<file path="src/verilog/zbus_pkg.sv">
`default_nettype none

package zbus_pkg;

	// z80 bus widths
	typedef logic [15:0] zaddr_t;
	typedef logic [7:0]  zdata_t;
	typedef logic [7:0]  page_t;

	// window index is a15:a14
	typedef logic [1:0]  win_t;

	// decoded port
	typedef enum logic [3:0] {
		PORT_NONE,
		PORT_ZBORDER,
		PORT_BORDER,
		PORT_PAGE0,
		PORT_PAGE1,
		PORT_PAGE2,
		PORT_PAGE3,
		PORT_SYSCONF,
		PORT_MEMCONF
	} zport_e;

	////////////////////////////////////////
	// extended port codes
	////////////////////////////////////////

	// low byte shared by all #xxAF ports
	localparam zdata_t XT_PORT_LO = 8'hAF;

	// high byte, pages 1..3 follow page 0
	localparam zdata_t XT_BORDER  = 8'h0F;
	localparam zdata_t XT_PAGE0   = 8'h10;
	localparam zdata_t XT_SYSCONF = 8'h20;
	localparam zdata_t XT_MEMCONF = 8'h21;

	////////////////////////////////////////
	// register reset values
	////////////////////////////////////////

	// upper border bits on a #FE write
	localparam logic [4:0] ZBORDER_FILL = 5'b11110;

	// windows 3..0 after reset
	localparam page_t [3:0] PAGE_RESET = {8'h00, 8'h02, 8'h05, 8'h00};

	// memconf bit that maps ram into window 0
	localparam int MEMCONF_W0_RAM = 3;

endpackage

`default_nettype wire
</file>
<file path="src/verilog/zfront_top.sv">
`timescale 1ns/1ps
`default_nettype none

module zfront_top #(
	parameter int SYNC_STAGES = 2
) (
	input  wire                   fclk,
	input  wire                   reset,
	input  wire                   iorq_n,
	input  wire                   mreq_n,
	input  wire                   rd_n,
	input  wire                   wr_n,
	input  wire zbus_pkg::zaddr_t za,
	input  wire zbus_pkg::zdata_t zd_in,
	output wire zbus_pkg::zdata_t zd_out,
	output wire                   zd_oe,
	output wire zbus_pkg::zdata_t border,
	output wire zbus_pkg::zdata_t sysconf,
	output wire zbus_pkg::zdata_t memconf,
	output wire zbus_pkg::page_t  page,
	output wire                   romnram,
	output wire                   csrom,
	output wire [4:0]             rom_page
);

	import zbus_pkg::*;

	// sync to decode
	wire    io_wr_s;
	wire    io_rd_s;
	wire    io_active;
	zaddr_t cap_addr;
	zdata_t cap_data;

	// decode to registers
	wire    wr_stb;
	wire    rd_stb;
	zport_e port_sel;
	zdata_t wr_data;
	wire    io_active_d;

	// registers to pager
	page_t  xt_page0;
	page_t  xt_page1;
	page_t  xt_page2;
	page_t  xt_page3;

	////////////////////////////////////////
	// i/o pipeline
	////////////////////////////////////////

	zbus_sync #(
		.SYNC_STAGES(SYNC_STAGES)
	) zbus_sync (
		.fclk     (fclk),
		.reset    (reset),
		.iorq_n   (iorq_n),
		.rd_n     (rd_n),
		.wr_n     (wr_n),
		.za       (za),
		.zd_in    (zd_in),
		.io_wr_s  (io_wr_s),
		.io_rd_s  (io_rd_s),
		.io_active(io_active),
		.cap_addr (cap_addr),
		.cap_data (cap_data)
	);

	port_decode port_decode (
		.fclk       (fclk),
		.reset      (reset),
		.io_wr_s    (io_wr_s),
		.io_rd_s    (io_rd_s),
		.io_active  (io_active),
		.cap_addr   (cap_addr),
		.cap_data   (cap_data),
		.wr_stb     (wr_stb),
		.rd_stb     (rd_stb),
		.port_sel   (port_sel),
		.wr_data    (wr_data),
		.io_active_d(io_active_d)
	);

	zport_regs zport_regs (
		.fclk       (fclk),
		.reset      (reset),
		.wr_stb     (wr_stb),
		.rd_stb     (rd_stb),
		.port_sel   (port_sel),
		.wr_data    (wr_data),
		.io_active_d(io_active_d),
		.border     (border),
		.sysconf    (sysconf),
		.memconf    (memconf),
		.xt_page0   (xt_page0),
		.xt_page1   (xt_page1),
		.xt_page2   (xt_page2),
		.xt_page3   (xt_page3),
		.zd_out     (zd_out),
		.zd_oe      (zd_oe)
	);

	////////////////////////////////////////
	// memory pager
	////////////////////////////////////////

	mem_pager mem_pager (
		.fclk    (fclk),
		.reset   (reset),
		.za      (za),
		.mreq_n  (mreq_n),
		.memconf (memconf),
		.xt_page0(xt_page0),
		.xt_page1(xt_page1),
		.xt_page2(xt_page2),
		.xt_page3(xt_page3),
		.page    (page),
		.romnram (romnram),
		.csrom   (csrom),
		.rom_page(rom_page)
	);

endmodule

`default_nettype wire

</file>
<file path="src/verilog/mem_pager.sv">
`timescale 1ns/1ps
`default_nettype none

module mem_pager (
	input  wire                   fclk,
	input  wire                   reset,
	input  wire zbus_pkg::zaddr_t za,
	input  wire                   mreq_n,
	input  wire zbus_pkg::zdata_t memconf,
	input  wire zbus_pkg::page_t  xt_page0,
	input  wire zbus_pkg::page_t  xt_page1,
	input  wire zbus_pkg::page_t  xt_page2,
	input  wire zbus_pkg::page_t  xt_page3,
	output zbus_pkg::page_t       page,
	output logic                  romnram,
	output logic                  csrom,
	output logic [4:0]            rom_page
);

	import zbus_pkg::*;

	win_t  win;
	page_t win_page;
	logic  rom_win;

	assign win = za[15:14];

	always_comb begin
		case (win)
			2'd0:    win_page = xt_page0;
			2'd1:    win_page = xt_page1;
			2'd2:    win_page = xt_page2;
			default: win_page = xt_page3;
		endcase
	end

	// rom only ever sits in window 0
	assign rom_win = (win == 2'd0) && !memconf[MEMCONF_W0_RAM];

	always_ff @(posedge fclk) begin
		page <= win_page;
	end

	always_ff @(posedge fclk) begin
		if (reset) begin
			romnram <= 1'b0;
			csrom   <= 1'b0;
		end else begin
			romnram <= rom_win;
			csrom   <= rom_win & ~mreq_n;
		end
	end

	// rom chip page lines
	assign rom_page = page[4:0];

endmodule

`default_nettype wire

</file>
<file path="src/verilog/zport_regs.sv">
`timescale 1ns/1ps
`default_nettype none

module zport_regs (
	input  wire                   fclk,
	input  wire                   reset,
	input  wire                   wr_stb,
	input  wire                   rd_stb,
	input  wire zbus_pkg::zport_e port_sel,
	input  wire zbus_pkg::zdata_t wr_data,
	input  wire                   io_active_d,
	output zbus_pkg::zdata_t      border,
	output zbus_pkg::zdata_t      sysconf,
	output zbus_pkg::zdata_t      memconf,
	output zbus_pkg::page_t       xt_page0,
	output zbus_pkg::page_t       xt_page1,
	output zbus_pkg::page_t       xt_page2,
	output zbus_pkg::page_t       xt_page3,
	output zbus_pkg::zdata_t      zd_out,
	output logic                  zd_oe
);

	import zbus_pkg::*;

	zdata_t rd_mux;

	////////////////////////////////////////
	// register writes
	////////////////////////////////////////

	always_ff @(posedge fclk) begin
		if (reset) begin
			border   <= '0;
			sysconf  <= '0;
			memconf  <= '0;
			xt_page0 <= PAGE_RESET[0];
			xt_page1 <= PAGE_RESET[1];
			xt_page2 <= PAGE_RESET[2];
			xt_page3 <= PAGE_RESET[3];
		end else if (wr_stb) begin
			case (port_sel)
				PORT_ZBORDER: border   <= {ZBORDER_FILL, wr_data[2:0]};
				PORT_BORDER:  border   <= wr_data;
				PORT_PAGE0:   xt_page0 <= wr_data;
				PORT_PAGE1:   xt_page1 <= wr_data;
				PORT_PAGE2:   xt_page2 <= wr_data;
				PORT_PAGE3:   xt_page3 <= wr_data;
				PORT_SYSCONF: sysconf  <= wr_data;
				PORT_MEMCONF: memconf  <= wr_data;
				default: ;
			endcase
		end
	end

	////////////////////////////////////////
	// read back
	////////////////////////////////////////

	always_comb begin
		case (port_sel)
			PORT_BORDER:  rd_mux = border;
			PORT_PAGE0:   rd_mux = xt_page0;
			PORT_PAGE1:   rd_mux = xt_page1;
			PORT_PAGE2:   rd_mux = xt_page2;
			PORT_PAGE3:   rd_mux = xt_page3;
			PORT_SYSCONF: rd_mux = sysconf;
			PORT_MEMCONF: rd_mux = memconf;
			default:      rd_mux = 8'hFF;
		endcase
	end

	always_ff @(posedge fclk) begin
		if (rd_stb)
			zd_out <= rd_mux;
	end

	// drive until iorq goes away
	always_ff @(posedge fclk) begin
		if (reset)
			zd_oe <= 1'b0;
		else if (rd_stb)
			zd_oe <= 1'b1;
		else if (!io_active_d)
			zd_oe <= 1'b0;
	end

	// bus only driven for a readable register
	a_oe_from_read: assert property (@(posedge fclk) disable iff (reset)
		$rose(zd_oe) |-> $past(rd_stb) && $past(port_sel) != PORT_NONE
			&& $past(port_sel) != PORT_ZBORDER);

endmodule

`default_nettype wire

</file>
<file path="src/verilog/port_decode.sv">
`timescale 1ns/1ps
`default_nettype none

module port_decode (
	input  wire                   fclk,
	input  wire                   reset,
	input  wire                   io_wr_s,
	input  wire                   io_rd_s,
	input  wire                   io_active,
	input  wire zbus_pkg::zaddr_t cap_addr,
	input  wire zbus_pkg::zdata_t cap_data,
	output logic                  wr_stb,
	output logic                  rd_stb,
	output zbus_pkg::zport_e      port_sel,
	output zbus_pkg::zdata_t      wr_data,
	output logic                  io_active_d
);

	import zbus_pkg::*;

	zport_e port_dec;
	logic   port_hit;

	////////////////////////////////////////
	// address match
	////////////////////////////////////////

	always_comb begin
		port_dec = PORT_NONE;
		if (cap_addr[7:0] == XT_PORT_LO) begin
			case (cap_addr[15:8])
				XT_BORDER:        port_dec = PORT_BORDER;
				XT_PAGE0:         port_dec = PORT_PAGE0;
				XT_PAGE0 + 8'd1:  port_dec = PORT_PAGE1;
				XT_PAGE0 + 8'd2:  port_dec = PORT_PAGE2;
				XT_PAGE0 + 8'd3:  port_dec = PORT_PAGE3;
				XT_SYSCONF:       port_dec = PORT_SYSCONF;
				XT_MEMCONF:       port_dec = PORT_MEMCONF;
				default:          port_dec = PORT_NONE;
			endcase
		end else if (!cap_addr[0] && io_wr_s) begin
			// classic #FE, write only, a0 alone decides
			port_dec = PORT_ZBORDER;
		end
	end

	assign port_hit = (port_dec != PORT_NONE);

	always_ff @(posedge fclk) begin
		if (reset) begin
			wr_stb      <= 1'b0;
			rd_stb      <= 1'b0;
			port_sel    <= PORT_NONE;
			io_active_d <= 1'b0;
		end else begin
			wr_stb      <= io_wr_s & port_hit;
			rd_stb      <= io_rd_s & port_hit;
			io_active_d <= io_active;
			if (io_wr_s | io_rd_s)
				port_sel <= port_dec;
		end
	end

	always_ff @(posedge fclk) begin
		if (io_wr_s)
			wr_data <= cap_data;
	end

	// unmatched ports must stay silent downstream
	// and the #fe port never sees a read
	a_stb_has_port: assert property (@(posedge fclk) disable iff (reset)
		(wr_stb || rd_stb) |-> (port_sel != PORT_NONE)
			&& !(rd_stb && port_sel == PORT_ZBORDER));

endmodule

`default_nettype wire

</file>
<file path="src/verilog/zbus_sync.sv">
`timescale 1ns/1ps
`default_nettype none

module zbus_sync #(
	parameter int SYNC_STAGES = 2
) (
	input  wire                   fclk,
	input  wire                   reset,
	input  wire                   iorq_n,
	input  wire                   rd_n,
	input  wire                   wr_n,
	input  wire zbus_pkg::zaddr_t za,
	input  wire zbus_pkg::zdata_t zd_in,
	output logic                  io_wr_s,
	output logic                  io_rd_s,
	output logic                  io_active,
	output zbus_pkg::zaddr_t      cap_addr,
	output zbus_pkg::zdata_t      cap_data
);

	// strobes as active high levels, oldest stage on top
	logic [SYNC_STAGES-1:0] iorq_sync;
	logic [SYNC_STAGES-1:0] rd_sync;
	logic [SYNC_STAGES-1:0] wr_sync;

	logic io_wr_lvl;
	logic io_rd_lvl;
	logic io_wr_prev;
	logic io_rd_prev;
	logic io_wr_rise;
	logic io_rd_rise;

	always_ff @(posedge fclk) begin
		if (reset) begin
			iorq_sync <= '0;
			rd_sync   <= '0;
			wr_sync   <= '0;
		end else begin
			iorq_sync <= SYNC_STAGES'({iorq_sync, ~iorq_n});
			rd_sync   <= SYNC_STAGES'({rd_sync, ~rd_n});
			wr_sync   <= SYNC_STAGES'({wr_sync, ~wr_n});
		end
	end

	assign io_active = iorq_sync[SYNC_STAGES-1];
	assign io_wr_lvl = iorq_sync[SYNC_STAGES-1] & wr_sync[SYNC_STAGES-1];
	assign io_rd_lvl = iorq_sync[SYNC_STAGES-1] & rd_sync[SYNC_STAGES-1];

	assign io_wr_rise = io_wr_lvl & ~io_wr_prev;
	assign io_rd_rise = io_rd_lvl & ~io_rd_prev;

	// start of cycle strobes
	always_ff @(posedge fclk) begin
		if (reset) begin
			io_wr_prev <= 1'b0;
			io_rd_prev <= 1'b0;
			io_wr_s    <= 1'b0;
			io_rd_s    <= 1'b0;
		end else begin
			io_wr_prev <= io_wr_lvl;
			io_rd_prev <= io_rd_lvl;
			io_wr_s    <= io_wr_rise;
			io_rd_s    <= io_rd_rise;
		end
	end

	// address and data are stable by the time the strobes are synced
	always_ff @(posedge fclk) begin
		if (io_wr_rise | io_rd_rise) begin
			cap_addr <= za;
			cap_data <= zd_in;
		end
	end

	// z80 never drives rd_n and wr_n low in the same i/o cycle
	a_no_rd_wr: assert property (@(posedge fclk) disable iff (reset)
		!(io_wr_s && io_rd_s));

endmodule

`default_nettype wire

</file>
<file path="config.mk">
export PLATFORM = sky130hd
export DESIGN_NAME = zfront_top
export DESIGN_NICKNAME = d
export VERILOG_FILES = /design/src/verilog/zbus_pkg.sv /design/src/verilog/zfront_top.sv /design/src/verilog/mem_pager.sv /design/src/verilog/zport_regs.sv /design/src/verilog/port_decode.sv /design/src/verilog/zbus_sync.sv
export SDC_FILE = /design/constraint.sdc
export NUM_CORES = 1
export LEC_CHECK = 0
export BUFFER_PORTS_ARGS = -buffer_cell sky130_fd_sc_hd__buf_2
export CAP_MARGIN = 20
export CORE_ASPECT_RATIO = 1.5
export CORE_MARGIN = 8
export CORE_UTILIZATION = 45
export DETAILED_ROUTE_END_ITERATION = 12
export GPL_TIMING_DRIVEN = 0
export PLACE_DENSITY_LB_ADDON = 0.1
export SLEW_MARGIN = 20
export SYNTH_ARGS = -nofsm -noshare
export SYNTH_HDL_FRONTEND = slang
export SYNTH_SLANG_ARGS = --single-unit
</file>
<file path="constraint.sdc">
create_clock -name fclk -period 2.6 [get_ports fclk]
set_input_delay 0.52 -clock fclk [delete_from_list [all_inputs] [get_ports fclk]]
set_output_delay 0.52 -clock fclk [all_outputs]
set_load 0.01 [all_outputs]
</file>
; Word level (Yosys, flattened, before mapping)
; Index checks and enable logic that the tools add are counted.
[word_totals]
inputBits = 30
word_cells = 82
mem_bits_ro = 0
latch_bits = 0
output_inout_bits = 48
mem_bits_rw = 0
mem_count = 0
reg_bits = 124
[classes]
eq_ne = 19
n_reduce_logical = 14
n_mux = 8
multipliers = 0
n_lt_le_gt_ge = 0
shifts = 0
add_sub_neg = 0
n_div = 0
n_bitwise = 15
[ops]
columns = operator, n
row1 = $pmux W8 S7, 1
row2 = $eq A8 B5 Y1 const B, 4
row3 = $pmux W4 S7, 1
row4 = $pmux W8 S3, 1
row5 = $eq A4 B3 Y1 const B, 4
row6 = $eq A8 B6 Y1 const B, 2
row7 = $pmux W8 S2, 1
row8 = $reduce_and A2 Y1, 7
row9 = $eq A4 B2 Y1 const B, 2
row10 = $eq A8 B4 Y1 const B, 1
row11 = $eq A8 B8 Y1 const B, 1
row12 = $and A1 B1 Y1, 7
row13 = $not A1 Y1, 6
row14 = $eq A4 B1 Y1 const B, 1
row15 = $eq A4 B4 Y1 const B, 1
row16 = $mux W4, 1
row17 = $reduce_bool A4 Y1, 1
row18 = $mux W1, 3
row19 = $eq A2 B1 Y1 const B, 1
row20 = $eq A2 B2 Y1 const B, 1
row21 = $logic_and A1 B1 Y1, 2
row22 = $logic_not A1 Y1, 2
row23 = $logic_not A2 Y1, 1
row24 = $ne A2 B1 Y1 const B, 1
row25 = 2 further kinds, 3

; Depth between registers and ports, before layout
; Gate-level depths: netlist of run 1.
[logic_depth]
word_depth = 6
ltp_mapped = 6
ltp_nobuf = 4

; Hierarchy
; From an unflattened synthesis of run 1, not the netlist that was laid out.
[unflattened]
hier_cells = 439
hier_area_um2 = 5176.2
[modules_own_cells]
columns = mod, n_inst, cells_per_inst, seq_area_each_um2, area_per_inst_um2
row1 = zport_regs, 1, 307, 1381.3, 3046.7
row2 = zbus_sync, 1, 47, 920.9, 1023.5
row3 = port_decode, 1, 58, 380.4, 638.1
row4 = mem_pager, 1, 27, 200.2, 467.9

; Worst setup path before layout of run 1
; No wires, ideal clock.
[synth_path]
path_type = register to register
startpoint = register zbus_sync.io_wr_prev
endpoint = register zbus_sync.cap_addr[0], enable pin
required_ns = 2.158
slack_ns = -0.068
t_arrival_ns = 2.226
stages_incl_launch_ff = 3
setup_ns = 0.442
n_path_buf = 0
synth_period_minus_slack_ns = 2.668
path_cell_list = dfxtp_1 -> nand2b_1 -> a21boi_0
[synth_via]
elab_chain_len = 3
[synth_lines]
columns = element, line
row1 = start: declaration, zbus_sync.sv:28  ; logic io_wr_prev;
row2 = start signal: assignment, zbus_sync.sv:60  ; io_wr_prev <= io_wr_lvl;
row3 = $not A1 Y1, zbus_sync.sv:49  ; assign io_wr_rise = io_wr_lvl & ~io_wr_prev;
row4 = $and A1 B1 Y1, zbus_sync.sv:49
row5 = $or A1 B1 Y1, zbus_sync.sv:69  ; if (io_wr_rise | io_rd_rise) begin
row6 = end signal: assignment, zbus_sync.sv:70  ; cap_addr <= za;
row7 = end: declaration, zbus_sync.sv:17  ; output zbus_pkg::zaddr_t cap_addr,
; No other way between the ends.
; A chain may end at the register's enable or synchronous reset.

; Worst setup path in the final report of run 1
[layout_path]
startpoint = register port_decode.port_sel[0]
endpoint = register zport_regs.zd_out[1], data pin
[layout_via]
elab_chain_len = 2
word_cells_on_any_way = 8
classes_between = 7 x eq/ne / 1 x mux
[layout_lines]
columns = element, line
row1 = start: declaration, port_decode.sv:14  ; output zbus_pkg::zport_e port_sel,
row2 = start signal: assignment, port_decode.sv:60  ; port_sel <= port_dec;
row3 = "$eq A4 B4 Y1, or another cell as far along", zport_regs.sv:60  ; case (port_sel)
row4 = $pmux W8 S7 *, zport_regs.sv:60
row5 = via zport_regs.rd_mux[1], zport_regs.sv:25  ; zdata_t rd_mux;
row6 = end signal: assignment, zport_regs.sv:74  ; zd_out <= rd_mux;
row7 = end: declaration, zport_regs.sv:19  ; output zbus_pkg::zdata_t zd_out,
; Mark *: on every way through the listed nets, which the timed path passes. The rest lies on a longest branch.

==> results of run 1 <==
state kept, by name, indices dropped and copies added, names as in the netlist, 8 cells and up:
name	flops
zport_regs.sysconf	8
mem_pager.page	8
zport_regs.zd_out	8
zport_regs.xt_page1	8
zport_regs.border	8
zport_regs.xt_page2	8
zbus_sync.cap_addr	16
zport_regs.xt_page3	8
zbus_sync.cap_data	8
port_decode.wr_data	8
zport_regs.xt_page0	8
zport_regs.memconf	8
worst max-delay path by stage:
stage	from	endpoint	slack, ns	cells past startpoint
finish	port_decode.port_sel[0]	zport_regs.zd_out[1]	0.23	6
global route	port_decode.port_sel[0]	zport_regs.zd_out[1]	0.05	6
CTS	port_decode.port_sel[0]	zport_regs.zd_out[1]	0.26	6
detailed placement	port_decode.port_sel[0]	zport_regs.zd_out[1]	0.25	6
global placement	zbus_sync.io_wr_prev	zbus_sync.cap_data[2]	0.22	2
floorplan	zbus_sync.io_wr_prev	zbus_sync.cap_addr[0]	0.57	2
per-layer routing:
layer	routed length (um)	up-vias	track usage, %
li1	-	1824	-
met1	4834	1791	19.29
met2	6770	119	32.72
met3	704	27	4.550
met4	395	0	9.627
met5	0	-	0
cell usage after synthesis, types with 3 or more instances:
library cell,n
nor2b_1,10
o22ai_1,4
buf_2,4
o21ai_1,3
buf_1,3
buf_4,5
a211o_1,4
a21oi_1,27
a311oi_1,3
a22oi_1,6
mux4_2,9
dfxtp_1,84
nor3_1,9
edfxtp_1,40
o211ai_1,3
nand3_1,11
nand2b_1,12
nor2_1,59
and3_1,3
nor3b_1,6
mux2i_1,45
nand2_1,30
a2bb2oi_1,5
o21ai_0,8
clkbuf_1,18
inv_1,9
where the power goes:
group / switching [mW] / internal [mW]
combinational: 0.0532 / 0.0376
sequential: 0.00599 / 2.01
clock: 0.787 / 1.53
total: 0.846 / 3.58
metrics by stage:
step	setup slack [ns]	cell area, sq um
floorplan	0.5667	4984
global placement	0.2207	5548
detailed placement	0.2490	5559
CTS	0.2576	6158
global route	0.05131	6158
finish	0.2324	6158
cell type report:
| class | instances | share of cell area (%) |
|---|---|---|
| Sequential cell | 124 | 46.81 |
| Multi-Input combinational cell | 286 | 31.53 |
| Clock buffer | 27 | 8.878 |
| Timing Repair Buffer | 76 | 6.176 |
| Tap cell | 147 | 2.987 |
| Buffer | 30 | 2.215 |
| Clock inverter | 5 | 0.8533 |
| Inverter | 9 | 0.5486 |
logic make-up after synthesis:
logic type	after synthesis	synth area share, %
AO/OA/AOI/OAI	76	9.892
buffers and inverters	39	3.414
AND/OR/NAND/NOR	156	15.74
flip-flops	124	57.85
multiplexers	54	13.11
==> impl_results.md, run 1 <==
- Status: finished, final reports clean
- #FFs+latches synth: roughly 120
- Cell taking the most area after synthesis: dfxtp_1
- Post-CTS setup buffer count: 0
- Area growth syn-to-layout: 23.58%
- Syn. warnings: 0
- Clk Latency, worst-skew pair: slightly above 0.4 ns
- Cts-stage hold buffer count: 0
- First-pass GRT wire length: between 20 and 25 mm
- FF/Latch Area: between 2000 and 3000 sq um
- Largest net degree at the start of global routing: 25
- Post-DP HPWL: ~9.5 mm
- R2r setup slk: around 0.23 ns
- Initial core utilization: between 40 and 50%
- GR Overflow Total: 0
- Via count: between 3000 and 4000
- Final Hold Fails: 0
- Ys flop type: dfxtp_1
- Placement row count: 47
- Slew @ Worst Pin: roughly 0.85 ns
- Fin nets: 574
- Bufs on Longest Clock Path: 2
- Util after Layout: a little under three fifths
- Worst min path class: in2reg
- Post-synth EDFFs: 40
- Depth of the worst register-to-register path: 6
- Clk pin slew, worst setup/hold paths: 0.06 ns
- Family with the most delay on the worst path: buffers and inverters
- Vias in the first global route: 3883
- Count of max-cap constraint violations: 0
- Avg Cell Area, Syn: between 10 and 15 sq um
- Hold wc startpoint: mreq_n
- First-pass iteration count of the detailed router: 4
- Setup TNS: 0 ns
- GP Congestion: between 0.8 and 0.9
- Clock Root Buffer: clkbuf_16
- Die Area: 14770 sq um
- Main area contributors after synthesis: dfxtp_1 34%, edfxtp_1 24%, mux2i_1 9.0%, nor2_1 4.4%, mux4_2 4.1%
- Most frequent cells in the layout: 84 x dfxtp_1, 80 x buf_2, 59 x nor2_1
- Final std cells w/o fill: 704
- Core area: approximately 11000 sq um
- Die height: 144.9 um
- Leak: ~2.4 nW
- Worst R2R End: zport_regs.zd_out[1]
- Worst EP arrival: roughly 2.5 ns
- Critical Path End Type: flip-flop
- Synthesized cell area: 4984 sq um
- Clk sink count: approximately 120
- IO Port Bufs: between 70 and 80
- Multi-input logic area: 1942 sq um
- Commonest non-fill, non-tap cell in the layout: dfxtp_1
- Ant. Diodes: 0
- Routed length per instance: between 15 and 20 um
- Post-CTS sizing: 0
- Unrepaired setup endpoints after global routing: false
- Pwr Total: 4.426 mW
- Die Wd: slightly above 100 um
- Slowest-stage cell, CP: buf_1
- Total track usage: roughly 18%
- Filler cell count: around 1000
- First DRT Iteration DRCs: around 170
- IO Count: 78
- Initial antenna violation count: 0
- # DRC: 0
- Worst-path fanout max: 10
- CTS tree: yes
- Maximum VDD drop: around 0.53 mV
- H-tree lvl count: 4
- Crit path launch type: flip-flop
- DRT Wirelength: 12.70 mm
- Critical path cell sequence: clkbuf_1 > clkbuf_1 > buf_1 > nor2_1 > a21oi_1 > o211ai_1
- Top cell type's share of synthesized area: 33.74%
- Sequential area share after synthesis: 57.85%
- Vias per cell: 5.342
- Worst Path Class, Setup: reg2reg
- Hold WS: 0.2545 ns
- Post-Place Cells: about 670
- Post-synth ARST share: 0%
- Synth Net Count: about 480
- Share of cells above drive strength 1: between 20% and 30%
- Headroom to the max-slew limit: 43.49%
- PwrDens: 718.8 nW/um^2
- Fmax: around 0.42 GHz
- Layout Skew: ~0.011 ns
- Crit path largest cell delay: around 0.53 ns
- Total CTS buffers: 17
- Most frequent cell on the critical path: clkbuf_1
- R2r startpoint: port_decode.port_sel[0]
- Detail Route Antenna Nets: 0
- Synth cell types: between 40 and 50
- Critical path required time: about 2.7 ns
- Max Slew Vio Count: 0
- Hold path cells: 2
- Final worst-path cycle share: ~91%
- CP bufs+invs: 3
- Final setup fails: 0
- Minimum clock period: 2.368 ns
- Worst Hold End: mem_pager.csrom
- Gate Count Post-Synth: around 450
Note: power is estimated with default switching activity, not from simulation.
==> run 2: changes to the inputs <==
- PLACE_DENSITY: unset -> 0.68
- PLACE_DENSITY_LB_ADDON: 0.1 -> unset
==> impl_results.md, run 2 (synthesized netlist as in run 1, its figures left out) <==
- Status: finished, final reports clean (unchanged)
- Dpl ws: 0.2202 ns (was 0.2490 ns)
- Cts-stage hold buffer count: 0 (unchanged)
- Worst Hold End: zbus_sync.iorq_sync[0] (was mem_pager.csrom)
- # DRC: 0 (unchanged)
- Initial antenna violation count: 0 (unchanged)
- Final worst-path cycle share: 91.94% (was 91.06%)
- First-pass iteration count of the detailed router: 5 (was 4)
- Commonest non-fill, non-tap cell in the layout: dfxtp_1 (unchanged)
- DRT Wirelength: 12.49 mm (was 12.70 mm)
- Leak: 2.365 nW (was 2.383 nW)
- Area growth syn-to-layout: 22.72% (was 23.58%)
- Filler cell count: 987 (was 999)
- Vias per cell: 5.433 (was 5.342)
- IO Count: 78 (unchanged)
- Critical path cell sequence: clkbuf_1 > clkbuf_1 > buf_1 > nor2_1 > a21oi_1 > o211ai_1 (unchanged)
- Hold wc startpoint: iorq_n (was mreq_n)
- Share of cells above drive strength 1: 22.62% (unchanged)
- Grt met1 use: 18.39% (was 19.29%)
- Post-CTS setup buffer count: 0 (unchanged)
- Layout Skew: 0.007301 ns (was 0.01111 ns)
- FF/Latch Area: 2883 sq um (unchanged)
- Setup WS post-layout: 0.2097 ns (was 0.2324 ns)
- Depth of the worst register-to-register path: 6 (unchanged)
- Crit path launch type: flip-flop (unchanged)
- Critical Path End Type: flip-flop (unchanged)
- Crit path largest cell delay: 0.51 ns (was 0.53 ns)
- Final Hold Fails: 0 (unchanged)
- Worst EP arrival: 2.52 ns (was 2.51 ns)
- Count of max-cap constraint violations: 0 (unchanged)
- Die height: 144.9 um (unchanged)
- Die Wd: 101.9 um (unchanged)
- Minimum clock period: 2.390 ns (was 2.368 ns)
- GP Congestion: 0.9292 (was 0.8893)
- R2r startpoint: port_decode.port_sel[0] (unchanged)
- Most frequent cells in the layout: 84 x dfxtp_1, 80 x buf_2, 59 x nor2_1 (unchanged)
- Placement row count: 47 (unchanged)
- Worst R2R End: zport_regs.zd_out[1] (unchanged)
- First DRT Iteration DRCs: 185 (was 166)
- Dpl cell area: 5559 sq um (unchanged)
- Unrepaired setup endpoints after global routing: false (unchanged)
- Fin nets: 574 (unchanged)
- Global routing's busiest layer: met2 (unchanged)
- Headroom to the max-slew limit: 47.66% (was 43.49%)
- Initial core utilization: 45.56% (unchanged)
- Die Area: 14770 sq um (unchanged)
- Largest net degree at the start of global routing: 25 (unchanged)
- GR Overflow Total: 0 (unchanged)
- Met3 Use GR: 4.837% (was 4.550%)
- Grt met2 use: 31.34% (was 32.72%)
- Maximum VDD drop: 0.4855 mV (was 0.5292 mV)
- Post-CTS sizing: 0 (unchanged)
- Max Slew Vio Count: 0 (unchanged)
- First-pass GRT wire length: 19.55 mm (was 20.29 mm)
- Via count: 3825 (was 3761)
- Clk sink count: 124 (unchanged)
- Ant. Diodes: 0 (unchanged)
- Multi-input logic area: 1942 sq um (unchanged)
- CTS tree: yes (unchanged)
- Vias in the first global route: 3773 (was 3883)
- Biggest register: zbus_sync.cap_addr (unchanged)
- Core area: 10940 sq um (unchanged)
- Total CTS buffers: 17 (unchanged)
- Clock Root Buffer: clkbuf_16 (unchanged)
- Bufs on Longest Clock Path: 2 (unchanged)
- Worst-path fanout max: 10 (unchanged)
- Max FFs per register: 16 (unchanged)
- Worst Path Class, Setup: reg2reg (unchanged)
- Slew @ Worst Pin: 0.7851 ns (was 0.8477 ns)
- Fmax: 0.4184 GHz (was 0.4224 GHz)
- Pwr Total: 4.286 mW (was 4.426 mW)
- Most frequent cell on the critical path: clkbuf_1 (unchanged)
- PwrDens: 700.9 nW/um^2 (was 718.8 nW/um^2)
- R2r setup slk: 0.21 ns (was 0.23 ns)
- Clk Latency, worst-skew pair: 0.41 ns (about the same)
- Hold path cells: 2 (unchanged)
- Routed length per instance: 17.74 um (was 18.04 um)
- IO Port Bufs: 76 (unchanged)
- Clk pin slew, worst setup/hold paths: 0.05 ns (was 0.06 ns)
- Post-DP HPWL: 9.319 mm (was 9.529 mm)
- Critical path required time: 2.73 ns (was 2.74 ns)
- Worst min path class: in2reg (unchanged)
- Final setup fails: 0 (unchanged)
- Post-route cell area: 6116 sq um (was 6158 sq um)
- H-tree lvl count: 4 (unchanged)
- Total track usage: 17.73% (was 18.34%)
- Slowest-stage cell, CP: buf_1 (unchanged)
- Setup TNS: 0 ns (unchanged)
- Detail Route Antenna Nets: 0 (unchanged)
## run 2: critical path: cells and delay by family (launching register included)
kind	cells	cell delay (ns)
AOI/OAI and AO/OA	2	0.34
DFF	1	0.32
and+or+nand+nor	1	0.10
buffers and inverters	3	1.35
## run 2: final cells by class
type	instances	share of cell area, %
Sequential cell	124	47.14
Multi-Input combinational cell	286	31.75
Clock buffer	24	8.040
Timing Repair Buffer	76	6.219
Tap cell	147	3.007
Buffer	30	2.230
Clock inverter	8	1.064
Inverter	9	0.5524
## run 2: how the worst max path moves through the flow
stage / from / end / slack (ns) / depth (start not counted)
5_1_grt: port_decode.port_sel[0] / zport_regs.zd_out[1] / 0.04 / 6
3_5_place_dp: port_decode.port_sel[0] / zport_regs.zd_out[1] / 0.22 / 6
2_1_floorplan: zbus_sync.io_wr_prev / zbus_sync.cap_addr[0] / 0.57 / 2
6_report: port_decode.port_sel[0] / zport_regs.zd_out[1] / 0.21 / 6
4_1_cts: port_decode.port_sel[0] / zport_regs.zd_out[1] / 0.23 / 6
3_3_place_gp: zbus_sync.io_wr_prev / zbus_sync.cap_data[4] / 0.22 / 2
## run 2: power breakdown
group	internal (mW)	total [mW]	switching [mW]
Combinational	0.0376	0.0892	0.0517
Sequential	2.01	2.02	0.00613
Clock	1.40	2.18	0.781
## run 2: per-stage QoR
step	hold slack, ns	cells	util (%)
2_1_floorplan	0.4003	449	-
3_3_place_gp	0.4032	672	50.72
3_5_place_dp	0.4057	672	50.82
4_1_cts	0.2488	704	55.91
5_1_grt	0.2540	704	55.91
6_report	0.2557	704	55.91
## run 2: routing by layer
layer	vias up	share of wire, %
li1	1811	-
met1	1823	37
met2	159	52
met3	32	7.3
met4	0	3.6
met5	-	0
==> run 3: changes to the inputs <==
- REMOVE_ABC_BUFFERS: unset -> 1
==> impl_results.md, run 3 (synthesized netlist as in run 1, its figures left out) <==
- Status: finished, final reports clean (unchanged)
- Most frequent cells in the layout: 81 x dfxtp_1, 76 x buf_2, 59 x nor2_1 (was 84 x dfxtp_1, 80 x buf_2, 59 x nor2_1)
- Max FFs per register: 16 (unchanged)
- Slew @ Worst Pin: 0.7977 ns (was 0.7851 ns)
- Final setup fails: 0 (unchanged)
- Fmax: 0.4180 GHz (was 0.4184 GHz)
- Final worst-path cycle share: 92.02% (was 91.94%)
- GP Congestion: 0.8887 (was 0.9292)
- Share of cells above drive strength 1: 23.82% (was 22.62%)
- Util after Layout: 55.46% (was 55.91%)
- First DRT Iteration DRCs: 256 (was 185)
- Clk Latency, worst-skew pair: 0.41 ns (about the same)
- Critical path required time: 2.90 ns (was 2.73 ns)
- R2r startpoint: port_decode.port_sel[0] (unchanged)
- Die Wd: 101.9 um (unchanged)
- Post-CTS setup buffer count: 0 (unchanged)
- Critical Path End Type: flip-flop (unchanged)
- Total track usage: 16.75% (was 17.73%)
- Worst Hold End: mem_pager.csrom (was zbus_sync.iorq_sync[0])
- Post-CTS sizing: 3 (was 0)
- Leak: 2.334 nW (was 2.365 nW)
- Detail Route Antenna Nets: 0 (unchanged)
- IO Port Bufs: 77 (was 76)
- Bufs on Longest Clock Path: 2 (unchanged)
- Worst Path Class, Setup: reg2reg (unchanged)
- Fin nets: 546 (was 574)
- Placement row count: 47 (unchanged)
- Total CTS buffers: 17 (unchanged)
- Clk pin slew, worst setup/hold paths: 0.06 ns (was 0.05 ns)
- H-tree lvl count: 4 (unchanged)
- Worst EP arrival: 2.69 ns (was 2.52 ns)
- First-pass GRT wire length: 18.62 mm (was 19.55 mm)
- Depth of the worst register-to-register path: 4 (was 6)
- GR Overflow Total: 0 (unchanged)
- Count of max-cap constraint violations: 0 (unchanged)
- Area growth syn-to-layout: 21.72% (was 22.72%)
- Initial antenna violation count: 0 (unchanged)
- First-pass iteration count of the detailed router: 5 (unchanged)
- Worst-path fanout max: 29 (was 10)
- R2r setup slk: 0.21 ns (about the same)
- Worst R2R End: zport_regs.xt_page2[1] (was zport_regs.zd_out[1])
- Post-DP HPWL: 7.946 mm (was 9.319 mm)
- Max Slew Vio Count: 0 (unchanged)
- Die height: 144.9 um (unchanged)
- PwrDens: 725.5 nW/um^2 (was 700.9 nW/um^2)
- Unrepaired setup endpoints after global routing: false (unchanged)
- Core area: 10940 sq um (unchanged)
- Headroom to the max-slew limit: 46.59% (was 47.66%)
- Dpl ws: -0.1205 ns (was 0.2202 ns)
- Initial core utilization: 45.56% (unchanged)
- Minimum clock period: 2.393 ns (was 2.390 ns)
- Cts-stage hold buffer count: 0 (unchanged)
- Routed length per instance: 17.42 um (was 17.74 um)
- Clock Root Buffer: clkbuf_16 (unchanged)
- Crit path launch type: flip-flop (unchanged)
- Via count: 3692 (was 3825)
- Vias in the first global route: 3614 (was 3773)
- Hold wc startpoint: mreq_n (was iorq_n)
- Final Hold Fails: 0 (unchanged)
- CTS tree: yes (unchanged)
- Setup WS post-layout: 0.2075 ns (was 0.2097 ns)
- Worst min path class: in2reg (unchanged)
- Hold WS: 0.2562 ns (was 0.2557 ns)
- DRT Wirelength: 11.77 mm (was 12.49 mm)
- IO Count: 78 (unchanged)
- Biggest register: zbus_sync.cap_addr (unchanged)
- Layout Skew: 0.008339 ns (was 0.007301 ns)
- Clk sink count: 124 (unchanged)
- Ant. Diodes: 0 (unchanged)
- Die Area: 14770 sq um (unchanged)
- # DRC: 0 (unchanged)
- Hold path cells: 2 (unchanged)
- Largest net degree at the start of global routing: 74 (was 25)
- Vias per cell: 5.462 (was 5.433)
- Maximum VDD drop: 0.5491 mV (was 0.4855 mV)
- Commonest non-fill, non-tap cell in the layout: dfxtp_1 (unchanged)
[run 3: how the worst max path moves through the flow]
stage                            startpoint                     end  depth (start not counted)
floorplan              zbus_sync.io_wr_prev   zbus_sync.cap_addr[0]                          2
global route        port_decode.port_sel[0]  zport_regs.xt_page2[1]                          4
global placement       zbus_sync.io_wr_prev   zbus_sync.cap_data[4]                          2
CTS                 port_decode.port_sel[0]  zport_regs.xt_page2[1]                          4
finish              port_decode.port_sel[0]  zport_regs.xt_page2[1]                          4
detailed placement  port_decode.port_sel[0]   zport_regs.memconf[2]                          4
[run 3: layout make-up]
type | count | area [sq um]
inverters | 9 | 33.78
clock buffers | 21 | 504.2
repair buffers | 78 | 415.4
multi-input cells | 286 | 1951
fillers | 970 | 4872
clock inverters | 11 | 91.34
flip-flops and latches | 124 | 2887
well taps | 147 | 183.9
[run 3: report_power, final]
part / switching, mW / internal [mW] / total, mW
Clock: 0.895 / 1.41 / 2.31
Sequential: 0.00680 / 2.01 / 2.01
Combinational: 0.0454 / 0.0339 / 0.0792
Total: 0.947 / 3.45 / 4.40
[run 3: per-layer routing]
| layer | share of wire [%] | vias to the layer above | wire, um | GRT usage, % |
|---|---|---|---|---|
| met2 | 50 | 138 | 5888 | 27.95 |
| met3 | 7.5 | 19 | 884 | 5.220 |
| met1 | 40 | 1774 | 4746 | 18.85 |
| met5 | 0 | - | 0 | 0 |
| li1 | - | 1761 | - | - |
| met4 | 2.2 | 0 | 255 | 8.152 |
[run 3: stage by stage]
| step | TNS [ns] | instance area (sq um) | total power [mW] | instances |
|---|---|---|---|---|
| after global routing | 0 | 6066 | 4.525 | 676 |
| after floorplan | -1.628 | 4847 | 2.077 | 419 |
| after detailed placement | -1.577 | 5459 | 2.137 | 644 |
| final | 0 | 6066 | 4.400 | 676 |
| after global placement | -22.85 | 5416 | 2.132 | 643 |
| after CTS | 0 | 6066 | 4.434 | 676 |
[run 3: worst max-delay path, stage by stage, from the launching register on]
cell     delay [ns]
dfxtp_2        0.70
nor2b_1        0.55
and3_1         0.63
nor2b_1        0.10
a211o_1        0.28
